--- src/logic/fabric_defines.svh ---
`ifndef FABRIC_DEFINES_SVH
`define FABRIC_DEFINES_SVH

////////////////////////////////////////////////////////////////////////////
// fabric sizing
////////////////////////////////////////////////////////////////////////////

// number of sources and also of destinations
`define FAB_PORTS 4

// width of one request word
`define FAB_WIDTH 16

// per-source queue depth
`define FAB_SRC_DEPTH 4

// shared queue depth between merge and split
// one slot of headroom is kept for the word held in the merge register
`define FAB_BUF_DEPTH 8

`endif

--- src/logic/fabric_pkg.sv ---
package fabric_pkg;

  `include "fabric_defines.svh"

  //////////////////////////////////////////////////////////////////////////
  // shared vector types
  //////////////////////////////////////////////////////////////////////////

  // one request word as it moves through the fabric
  // the fabric never looks inside it
  typedef logic [`FAB_WIDTH-1:0] fab_word_t;

  // one bit per source or per destination
  // used for requests, grants, strobes and status levels
  typedef logic [`FAB_PORTS-1:0] port_mask_t;

  // index of a single port
  // wraps modulo the port count, which the round-robin pointer relies on
  typedef logic [$clog2(`FAB_PORTS)-1:0] port_idx_t;

endpackage

--- src/logic/rr_grant.sv ---
`timescale 1ns/100ps
`include "fabric_defines.svh"

module rr_grant
  import fabric_pkg::*;
(
  input  logic       clock,
  input  logic       rstn,
  input  port_mask_t reqs,
  input  logic       advance,
  output port_mask_t grants
);

  ////////////////////////////////////////////////////////////////////////////
  // grant search
  ////////////////////////////////////////////////////////////////////////////

  // port with the highest priority this cycle
  port_idx_t prio_ptr;
  // port that won the search
  port_idx_t win_idx;
  logic      any_grant;

  // walk the ports starting at the pointer
  // first requester found wins
  always_comb begin
    port_idx_t cand;
    grants    = '0;
    win_idx   = prio_ptr;
    any_grant = 1'b0;
    for (int k = 0; k < `FAB_PORTS; k++) begin
      // index wraps since port_idx_t is exactly log2 of the port count
      cand = prio_ptr + port_idx_t'(k);
      if (!any_grant && reqs[cand]) begin
        grants[cand] = 1'b1;
        win_idx      = cand;
        any_grant    = 1'b1;
      end
    end
  end

  ////////////////////////////////////////////////////////////////////////////
  // priority rotation
  ////////////////////////////////////////////////////////////////////////////

  // port 0 first after reset
  // a used grant makes the winner the lowest priority next time
  always_ff @(posedge clock or negedge rstn) begin
    if (!rstn) begin
      prio_ptr <= '0;
    end else if (advance && any_grant) begin
      prio_ptr <= win_idx + 1'b1;
    end
  end

  // at most one winner, and only a port that is asking
  a_grant_legal: assert property (@(posedge clock) disable iff (!rstn)
    $onehot0(grants) && ((grants & ~reqs) == '0))
    else $error("rr_grant: grant %b does not fit requests %b", grants, reqs);

endmodule

--- src/logic/word_fifo.sv ---
`timescale 1ns/100ps

module word_fifo
  import fabric_pkg::*;
#(
  parameter int DEPTH = 4
) (
  input  logic      clock,
  input  logic      rstn,
  input  logic      push,
  input  fab_word_t push_data,
  input  logic      pop,
  output fab_word_t head,
  output logic      empty,
  output logic      full,
  output logic      almost_full
);

  // pointer and occupancy widths
  localparam int PW = (DEPTH > 1) ? $clog2(DEPTH) : 1;
  localparam int CW = $clog2(DEPTH + 1);

  fab_word_t     mem [DEPTH];
  logic [PW-1:0] wr_ptr;
  logic [PW-1:0] rd_ptr;
  logic [CW-1:0] count;
  logic          do_push;
  logic          do_pop;

  // step a pointer around the ring
  // depth need not be a power of two
  function automatic logic [PW-1:0] next_ptr(input logic [PW-1:0] ptr);
    if (ptr == PW'(DEPTH - 1)) begin
      return '0;
    end
    return ptr + 1'b1;
  endfunction

  ////////////////////////////////////////////////////////////////////////////
  // status and show-ahead head
  ////////////////////////////////////////////////////////////////////////////

  // a push into a full queue is dropped
  assign do_push = push && !full;
  // a pop of an empty queue is dropped
  assign do_pop  = pop && !empty;

  assign empty       = (count == '0);
  assign full        = (count == CW'(DEPTH));
  // one slot kept back for a word already in flight
  assign almost_full = (count >= CW'(DEPTH - 1));
  // oldest word is always visible
  assign head        = mem[rd_ptr];

  ////////////////////////////////////////////////////////////////////////////
  // pointers and count
  ////////////////////////////////////////////////////////////////////////////

  always_ff @(posedge clock or negedge rstn) begin
    if (!rstn) begin
      wr_ptr <= '0;
      rd_ptr <= '0;
      count  <= '0;
    end else begin
      if (do_push) begin
        wr_ptr <= next_ptr(wr_ptr);
      end
      if (do_pop) begin
        rd_ptr <= next_ptr(rd_ptr);
      end
      // push and pop together leave the count alone
      case ({do_push, do_pop})
        2'b10:   count <= count + 1'b1;
        2'b01:   count <= count - 1'b1;
        default: count <= count;
      endcase
    end
  end

  // storage
  always_ff @(posedge clock) begin
    if (do_push) begin
      mem[wr_ptr] <= push_data;
    end
  end

  // the producer must watch full
  a_no_overflow: assert property (@(posedge clock) disable iff (!rstn) push |-> !full)
    else $error("word_fifo: push while full, word dropped");

  // the consumer must watch empty
  a_no_underflow: assert property (@(posedge clock) disable iff (!rstn) pop |-> !empty)
    else $error("word_fifo: pop while empty");

endmodule

--- src/logic/merge_arbiter.sv ---
`timescale 1ns/100ps
`include "fabric_defines.svh"

module merge_arbiter
  import fabric_pkg::*;
(
  input  logic       clock,
  input  logic       rstn,
  input  logic       enabled,
  input  port_mask_t requests,
  input  fab_word_t  buffer_in [`FAB_PORTS],
  output port_mask_t ready,
  output logic       merge_valid,
  output fab_word_t  merge_data
);

  port_mask_t grant;
  fab_word_t  win_word;

  ////////////////////////////////////////////////////////////////////////////
  // arbitration among non-empty source queues
  ////////////////////////////////////////////////////////////////////////////

  // pointer only moves when the downstream queue can take the word
  rr_grant rr_inst (
    .clock   (clock),
    .rstn    (rstn),
    .reqs    (requests),
    .advance (enabled),
    .grants  (grant)
  );

  // pick the head word of the winning queue
  always_comb begin
    win_word = '0;
    for (int i = 0; i < `FAB_PORTS; i++) begin
      if (grant[i]) begin
        win_word = buffer_in[i];
      end
    end
  end

  // pop strobe back to the winner, same cycle
  assign ready = grant & {`FAB_PORTS{enabled}};

  ////////////////////////////////////////////////////////////////////////////
  // output register
  ////////////////////////////////////////////////////////////////////////////

  // valid follows a used grant by one cycle
  always_ff @(posedge clock or negedge rstn) begin
    if (!rstn) begin
      merge_valid <= 1'b0;
    end else begin
      merge_valid <= enabled && (|grant);
    end
  end

  // word register, zero when blocked
  always_ff @(posedge clock) begin
    if (enabled) begin
      merge_data <= win_word;
    end else begin
      merge_data <= '0;
    end
  end

  // blocked means no pop now and nothing pushed downstream next cycle
  a_blocked_quiet: assert property (@(posedge clock) disable iff (!rstn)
    !enabled |-> (ready == '0) ##1 !merge_valid)
    else $error("merge_arbiter: activity while disabled");

endmodule

--- src/logic/split_arbiter.sv ---
`timescale 1ns/100ps
`include "fabric_defines.svh"

module split_arbiter
  import fabric_pkg::*;
(
  input  logic       clock,
  input  logic       rstn,
  input  logic       enabled,
  input  fab_word_t  buffer_in,
  input  port_mask_t requests,
  output logic       pop,
  output port_mask_t dst_valid,
  output fab_word_t  dst_data [`FAB_PORTS]
);

  port_mask_t grant;
  // grant that really moves a word this cycle
  port_mask_t take;

  ////////////////////////////////////////////////////////////////////////////
  // arbitration among requesting destinations
  ////////////////////////////////////////////////////////////////////////////

  // rotates only when the shared queue has a word to give
  rr_grant rr_inst (
    .clock   (clock),
    .rstn    (rstn),
    .reqs    (requests),
    .advance (enabled),
    .grants  (grant)
  );

  assign take = grant & {`FAB_PORTS{enabled}};
  // shared queue head leaves as soon as someone takes it
  assign pop  = |take;

  ////////////////////////////////////////////////////////////////////////////
  // delivery registers
  ////////////////////////////////////////////////////////////////////////////

  // one-cycle valid pulse on the granted lane
  always_ff @(posedge clock or negedge rstn) begin
    if (!rstn) begin
      dst_valid <= '0;
    end else begin
      dst_valid <= take;
    end
  end

  // word on the granted lane only
  // other lanes read zero
  always_ff @(posedge clock) begin
    for (int j = 0; j < `FAB_PORTS; j++) begin
      if (take[j]) begin
        dst_data[j] <= buffer_in;
      end else begin
        dst_data[j] <= '0;
      end
    end
  end

  // never more than one lane served
  a_one_lane: assert property (@(posedge clock) disable iff (!rstn) $onehot0(dst_valid))
    else $error("split_arbiter: dst_valid %b not one-hot", dst_valid);

endmodule

--- src/logic/req_fabric_top.sv ---
`timescale 1ns/100ps
`include "fabric_defines.svh"

module req_fabric_top
  import fabric_pkg::*;
(
  input  logic       clock,
  input  logic       rstn,
  input  port_mask_t src_push,
  input  fab_word_t  src_data [`FAB_PORTS],
  output port_mask_t src_full,
  input  port_mask_t dst_request,
  output port_mask_t dst_valid,
  output fab_word_t  dst_data [`FAB_PORTS]
);

  ////////////////////////////////////////////////////////////////////////////
  // internal wiring
  ////////////////////////////////////////////////////////////////////////////

  // source queue status and heads
  port_mask_t src_empty;
  port_mask_t src_pop;
  fab_word_t  src_head [`FAB_PORTS];

  // merged stream into the shared queue
  logic       merge_valid;
  fab_word_t  merge_data;

  // shared queue toward the split side
  fab_word_t  buf_head;
  logic       buf_empty;
  logic       buf_almost_full;
  logic       buf_pop;

  ////////////////////////////////////////////////////////////////////////////
  // producer side
  ////////////////////////////////////////////////////////////////////////////

  // one queue per source
  // full goes straight back to the source
  for (genvar i = 0; i < `FAB_PORTS; i++) begin : g_src
    word_fifo #(
      .DEPTH (`FAB_SRC_DEPTH)
    ) src_fifo (
      .clock       (clock),
      .rstn        (rstn),
      .push        (src_push[i]),
      .push_data   (src_data[i]),
      .pop         (src_pop[i]),
      .head        (src_head[i]),
      .empty       (src_empty[i]),
      .full        (src_full[i]),
      .almost_full ()
    );
  end

  // non-empty queues compete
  // stalls once the shared queue is almost full
  merge_arbiter merge_inst (
    .clock       (clock),
    .rstn        (rstn),
    .enabled     (~buf_almost_full),
    .requests    (~src_empty),
    .buffer_in   (src_head),
    .ready       (src_pop),
    .merge_valid (merge_valid),
    .merge_data  (merge_data)
  );

  ////////////////////////////////////////////////////////////////////////////
  // shared buffer
  ////////////////////////////////////////////////////////////////////////////

  // full level is not needed here
  // almost_full already covers the word in the merge register
  word_fifo #(
    .DEPTH (`FAB_BUF_DEPTH)
  ) buf_fifo (
    .clock       (clock),
    .rstn        (rstn),
    .push        (merge_valid),
    .push_data   (merge_data),
    .pop         (buf_pop),
    .head        (buf_head),
    .empty       (buf_empty),
    .full        (),
    .almost_full (buf_almost_full)
  );

  ////////////////////////////////////////////////////////////////////////////
  // consumer side
  ////////////////////////////////////////////////////////////////////////////

  // hands the head word to one requesting destination
  split_arbiter split_inst (
    .clock     (clock),
    .rstn      (rstn),
    .enabled   (~buf_empty),
    .buffer_in (buf_head),
    .requests  (dst_request),
    .pop       (buf_pop),
    .dst_valid (dst_valid),
    .dst_data  (dst_data)
  );

endmodule

--- config.mk ---
export PLATFORM = sky130hd
export DESIGN_NAME = req_fabric_top
export DESIGN_NICKNAME = d
export VERILOG_FILES = /design/src/logic/fabric_pkg.sv /design/src/logic/rr_grant.sv /design/src/logic/word_fifo.sv /design/src/logic/merge_arbiter.sv /design/src/logic/split_arbiter.sv /design/src/logic/req_fabric_top.sv
export VERILOG_INCLUDE_DIRS = /design/src /design/src/logic
export SDC_FILE = /design/constraint.sdc
export NUM_CORES = 1
export LEC_CHECK = 0
export BUFFER_PORTS_ARGS = -buffer_cell sky130_fd_sc_hd__clkbuf_2
export CAP_MARGIN = 25
export CELL_PAD_IN_SITES_DETAIL_PLACEMENT = 1
export CELL_PAD_IN_SITES_GLOBAL_PLACEMENT = 1
export CORE_MARGIN = 10
export CORE_UTILIZATION = 30
export CTS_CLUSTER_DIAMETER = 30
export DETAILED_ROUTE_END_ITERATION = 10
export PLACE_DENSITY = 0.51
export REMOVE_ABC_BUFFERS = 1
export SYNTH_ARGS = -nofsm -noshare
export SYNTH_HDL_FRONTEND = slang
export SYNTH_HIERARCHICAL = 1
export SYNTH_SLANG_ARGS = --single-unit
export TNS_END_PERCENT = 10
--- constraint.sdc ---
create_clock -name clock -period 13.3 [get_ports clock]
set_input_delay 1.33 -clock clock [delete_from_list [all_inputs] [get_ports clock]]
set_output_delay 1.33 -clock clock [all_outputs]
set_load 0.02 [all_outputs]
Word level (Yosys, flattened, before mapping):

Memory sizes are Yosys's and may differ from the RTL's.
Cells that the tools add are included.

* bits of input ports: 74
* register bits: 127
* output and inout bits: 72
* memories: 5
* bits in writable memories: 384
* word-level logic and storage cells: 278

Memory list
* buf_fifo.mem: words 8, bits a word 16, read ports 1, clocked after memory_dff 0, wr ports 1, RTL line word_fifo.sv:23 `fab_word_t mem [DEPTH];`
* g_src[0].src_fifo.mem: words 4, bits a word 16, read ports 1, clocked after memory_dff 0, wr ports 1, RTL line word_fifo.sv:23
* g_src[1].src_fifo.mem: words 4, bits a word 16, read ports 1, clocked after memory_dff 0, wr ports 1, RTL line word_fifo.sv:23
* g_src[2].src_fifo.mem: words 4, bits a word 16, read ports 1, clocked after memory_dff 0, wr ports 1, RTL line word_fifo.sv:23
* g_src[3].src_fifo.mem: words 4, bits a word 16, read ports 1, clocked after memory_dff 0, wr ports 1, RTL line word_fifo.sv:23

* $add $sub $neg: 28
* reduce and logical (&&, ||, !) cells: 55
* order comparisons: 17
* equality and inequality tests: 25
* bitwise logic cells: 11
* multiplexer cells: 113

Operators by type and width (number)
* $mux W16: 4
* $mux W1: 54
* $mux W2: 22
* $mux W4: 8
* $logic_and A1 B1 Y1: 27
* $eq A2 B2 Y1 const B: 13
* $add A2 B1 Y2 const B: 12
* $lt A2 B3 Y1 const B: 8
* $or A4 B4 Y4: 6
* $pmux W3 S2: 4
* $add A3 B1 Y3 const B: 6
* $eq A3 B3 Y1 const B: 6
* $bmux W1 S2: 8
* $demux W1 S2: 8
* $ge A2 B1 Y1 const B: 8
* $logic_not A1 Y1: 16
* $logic_not A3 Y1: 4
* $mux W3: 4
* $sub A3 B1 Y3 const B: 4
* $eq A2 B1 Y1 const B: 5
* $reduce_bool A2 Y1: 5
* $add A2 B2 Y2 const B: 4
* $and A4 B4 Y4: 2
* $pmux W4 S2: 1
* 8 further kinds: 10

Longest topological paths before layout:

* depth in word-level cells: 18
* mapped depth: 19
* depth with buffers taken out: 16

Modules after synthesis:

Netlist, hierarchy kept.

By module, submodules not included
* word_fifo (g_src[0].src_fifo ...): instances 4, cells an instance 126, area each 2773.9 µm²
* word_fifo (buf_fifo): instances 1, cells an instance 256, area each 5642.9 µm²
* split_arbiter: instances 1, cells an instance 148, area each 1888.1 µm²
* merge_arbiter: instances 1, cells an instance 102, area each 1059.8 µm²
* rr_grant (split_inst.rr_inst): instances 1, cells an instance 60, area each 536.8 µm²
* rr_grant (merge_inst.rr_inst): instances 1, cells an instance 51, area each 486.7 µm²
* req_fabric_top: instances 1, cells an instance 6, area each 22.5 µm²

Worst setup path after synthesis:

No wires, ideal clock.

* path kind: input to register
* start: in dst_request[3]
* end: reg buf_fifo.count[3]
* buffers on the path: 1
* slack: 8624 ps
* setup time: 134 ps
* data arrival time: 4543 ps
* required time: 13166 ps
* stages: 12
* cells stage by stage: mux4_2 > clkbuf_1 > a22oi_1 > o21ai_0 > o41a_1 > o41ai_4 > inv_1 > ha_1 > ha_1 > or4b_2 > o311ai_0 > o211ai_1

* longest elaborated chain between the ends: 17
* elaborated cells on any way between the ends: 31
* classes of those cells: eq/ne: 2; mux: 16; bitwise: 4; reduce/logical: 9

Ends and longest elaborated chain
* from (decl): RTL line req_fabric_top.sv:12 `input port_mask_t dst_request,`
* $bmux W1 S2: RTL line rr_grant.sv:34 `if (!any_grant && reqs[cand]) begin`
* $mux W1 (not written as such): RTL line rr_grant.sv:34
* $mux W1: RTL line rr_grant.sv:34
* $logic_not A1 Y1: RTL line rr_grant.sv:34
* $logic_and A1 B1 Y1: RTL line rr_grant.sv:34
* $mux W1: RTL line rr_grant.sv:34
* $logic_not A1 Y1: RTL line rr_grant.sv:34
* $logic_and A1 B1 Y1: RTL line rr_grant.sv:34
* [... 4 more ...]
* net split_inst.grant[0]: RTL line split_arbiter.sv:17 `port_mask_t grant;`
* $and A4 B4 Y4 (*): RTL line split_arbiter.sv:34 `` assign take = grant & {`FAB_PORTS{enabled}}; ``
* $reduce_or A4 Y1 (*): RTL line split_arbiter.sv:36 `assign pop = |take;`
* net buf_pop: RTL line req_fabric_top.sv:34 `logic buf_pop;`
* $logic_and A1 B1 Y1 (*): RTL line word_fifo.sv:46 `assign do_pop = pop && !empty;`
* net buf_fifo.do_pop: RTL line word_fifo.sv:28 `logic do_pop;`
* $eq A2 B1 Y1 or $eq A2 B2 Y1 (tied branches): RTL line word_fifo.sv:72 `case ({do_push, do_pop})`
* $pmux W4 S2 or $reduce_bool A2 Y1 (tied branches)
* to (signal assigned): RTL line word_fifo.sv:73 `2'b10: count <= count + 1'b1;`
* to (signal assigned): RTL line word_fifo.sv:74 `2'b01: count <= count - 1'b1;`
* to (signal assigned): RTL line word_fifo.sv:75 `default: count <= count;`
* to (decl): RTL line word_fifo.sv:26 `logic [CW-1:0] count;`

Mark *: on every way through the listed nets, which the timed path passes. The rest lies on a longest branch. The select of a mux whose other input is x is not followed.
A chain may end at the register's enable or synchronous reset.

Worst setup path in the final report:

* start: reg merge_inst.rr_inst.prio_ptr[0]
* end: reg g_src[1].src_fifo.count[2]

* longest elaborated chain between the ends: 16
* elaborated cells on any way between the ends: 53
* classes of those cells: add/sub: 3; order compare: 8; eq/ne: 2; mux: 24; bitwise: 4; reduce/logical: 12

Ends and longest elaborated chain
* from (decl): RTL line rr_grant.sv:19 `port_idx_t prio_ptr;`
* from (signal assigned): RTL line rr_grant.sv:52 `prio_ptr <= win_idx + 1'b1;`
* parallel branches: the longest is 11 deep, another holds $lt A2 B3 Y1
* $mux W4 (*): RTL line rr_grant.sv:34
* net merge_inst.grant[1]: RTL line merge_arbiter.sv:17 `port_mask_t grant;`
* $and A4 B4 Y4 (*): RTL line merge_arbiter.sv:44 `` assign ready = grant & {`FAB_PORTS{enabled}}; ``
* net src_pop[1]: RTL line req_fabric_top.sv:23 `port_mask_t src_pop;`
* $logic_and A1 B1 Y1 (*): RTL line word_fifo.sv:46
* net g_src[1].src_fifo.do_pop: RTL line word_fifo.sv:28
* $eq A2 B1 Y1 or $eq A2 B2 Y1 (tied branches): RTL line word_fifo.sv:72
* $pmux W3 S2 or $reduce_bool A2 Y1 (tied branches)
* to (signal assigned): RTL line word_fifo.sv:73
* to (signal assigned): RTL line word_fifo.sv:74
* to (signal assigned): RTL line word_fifo.sv:75
* to (decl): RTL line word_fifo.sv:26

Mark *: on every way through the listed nets, which the timed path passes. The select of a mux whose other input is x is not followed.

==> results.sh <==
export IMPL_status="complete, no violations"
export IMPL_syn_avg_cell_area_um2=18.4
export IMPL_crit_type="flip-flop to flip-flop"
export IMPL_grt_util_met1=0.152
export IMPL_num_fill_cells=6797
export IMPL_grt_busiest_layer="met2"
export IMPL_power_mw=7.50
export IMPL_hold_path_class="flip-flop to flip-flop"
export IMPL_hold_viol=0
export IMPL_die_area_um2=79900
export IMPL_grt_pass1_wl_mm=76.0
export IMPL_syn_area_um2=20700
export IMPL_finalSetupTns_ps=0
export IMPL_place_congestion=0.718
export IMPL_area_growth_synth_to_final_pct=27.7
export IMPL_cts_tree="yes"
export IMPL_post_cts_buffers=0
export IMPL_yosys_warnings=6
export IMPL_vias=10900
export IMPL_nets=1468
export IMPL_vias_per_cell=4.70
export IMPL_cts_sinks=511
export IMPL_die_x_um=283
export IMPL_layout_cells_non_filler=2326
export IMPL_endpoint_kind="flip-flop"
export IMPL_layout_commonest_cell="edfxtp_1"
export IMPL_cts_resized=0
export IMPL_slew_violations=0
export IMPL_use_met3=0.0346
export IMPL_critical_path_required_ps=13870
export IMPL_period_minus_slack_ps=4730
export IMPL_finalSetupViolations=0
export IMPL_fmax_mhz=212
export IMPL_place_inst=2111
export IMPL_ant_nets=0
export IMPL_grt_start_max_net_pins=73
export IMPL_grt_ovfl_total=0
export IMPL_initialDrtViolationCount=583
export IMPL_syn_inst=1122
export IMPL_h_tree_depth=3
export IMPL_cp_start_kind="flip-flop"
export IMPL_cts_root_buffer="clkbuf_16"
export IMPL_clock_path_buffers=3
export IMPL_rsz0062_at_grt="no"
export IMPL_clkTransAtPathRegs_ps=50
export IMPL_path_max_fanout=20
export IMPL_cts_made_buffers=113
export IMPL_powerDensity_nw_per_um2=284
export IMPL_antenna_cells=0
export IMPL_grt_usage=0.126
export IMPL_holdWs_ps=485
export IMPL_dpl_hpwl_mm=32.6
export IMPL_grt_pass1_vias=12000
export IMPL_drc_errors=0
export IMPL_finalWirelength_mm=50.0
export IMPL_grt_util_met2=0.214
export IMPL_maxCapViolations=0
export IMPL_wl_per_cell_um=21.5
export IMPL_drive_above_1_share=0.366
export IMPL_antenna_found_initial=2
export IMPL_die_h_um=283
export IMPL_leakagePower_nw=10.0
export IMPL_period_share=0.355
export IMPL_portBuffers=145
export IMPL_io_pin_count=146
export IMPL_vdd_drop_max_uv=140
export IMPL_maxSlewHeadroom=0.320
export IMPL_drt_pass1_iter_count=6
export IMPL_arrival_ps=5300
export IMPL_coreArea_um2=68500
export IMPL_finClkSkew_ps=52.5
export IMPL_post_route_util=0.386
export IMPL_std_cell_rows=96
export IMPL_cts_hold_buf=0
export IMPL_tightest_slew_ps=1020
export IMPL_clk_latency_ps=680
export IMPL_start_util=0.302
export IMPL_layout_common_cells="edfxtp_1 (384), clkbuf_2 (144), clkbuf_16 (114)"
==> final cells by class <==
class	count	area (µm²)	share of cell area
inverter	52	195	0.00739
sequential	511	14300	0.542
clock buffer	136	3010	0.114
multi-input combinational	503	5880	0.222
clock inverter	76	1010	0.0382
timing repair buffer	166	926	0.0350
tap	882	1100	0.0418
==> final timing paths <==
path / from / endpoint / slack [ps] / cells after the start
max in group asynchronous: rstn / buf_fifo/rd_ptr[1]$_DFFE_PN0P_ / 11850 / 2
setup / recovery: merge_inst/rr_inst/prio_ptr[0]$_DFFE_PN0P_ / g_src[1].src_fifo/count[2]$_DFFE_PN0P_ / 8570 / 15
hold reg to reg: g_src[0].src_fifo/count[2]$_DFFE_PN0P_ / g_src[0].src_fifo/count[2]$_DFFE_PN0P_ / 480 / 1
min in group asynchronous: rstn / g_src[0].src_fifo/wr_ptr[1]$_DFFE_PN0P_ / 820 / 2
hold / removal: g_src[0].src_fifo/count[2]$_DFFE_PN0P_ / g_src[0].src_fifo/count[2]$_DFFE_PN0P_ / 480 / 1
setup reg to reg: merge_inst/rr_inst/prio_ptr[0]$_DFFE_PN0P_ / g_src[1].src_fifo/count[2]$_DFFE_PN0P_ / 8570 / 15
==> state kept, by name, summed over array words and instances (netlist names) <==
name and cells:
buf_fifo/count 4, buf_fifo/mem 128, buf_fifo/rd_ptr 3, buf_fifo/wr_ptr 3, g_src.src_fifo/count 12, g_src.src_fifo/mem 256, g_src.src_fifo/rd_ptr 8, g_src.src_fifo/wr_ptr 8
merge_inst/merge_data 16, merge_inst/merge_valid 1, merge_inst/rr_inst/prio_ptr 2, split_inst/dst_data 64, split_inst/dst_valid 4, split_inst/rr_inst/prio_ptr 2
==> critical path, cell delays in order, from the launching register on <==
cell      delay (ps)
dfrtp_1          670
inv_1            170
ha_1             420
mux4_2           640
or3_4            390
nor2_4           130
a221o_1          810
and2_1           240
nand2b_1         100
inv_1             70
ha_1             170
inv_1             60
fa_1             370
xor2_1           150
nor2_1           100
xor2_1           140
==> where the power goes <==
part	switching (mW)	internal, mW	total [mW]	leakage, nW
registers	0.272	2.15	2.42	4.74
clock network	0.916	1.93	2.84	1.92
logic	1.26	0.972	2.23	3.38
==> stage by stage <==
stage	area [µm²]	worst slack [ps]
floorplan	20300	8340
detailed placement	22400	7560
CTS	26400	7810
finish	26400	8570
global route	26400	8170
global placement	22300	7720
==> layer usage <==
layer	wire, µm	up-vias
met5	21	-
met4	1030	4
met3	2850	81
met2	25200	254
met1	21000	5673
li1	-	4931
Power figures use the tool's default switching activity.
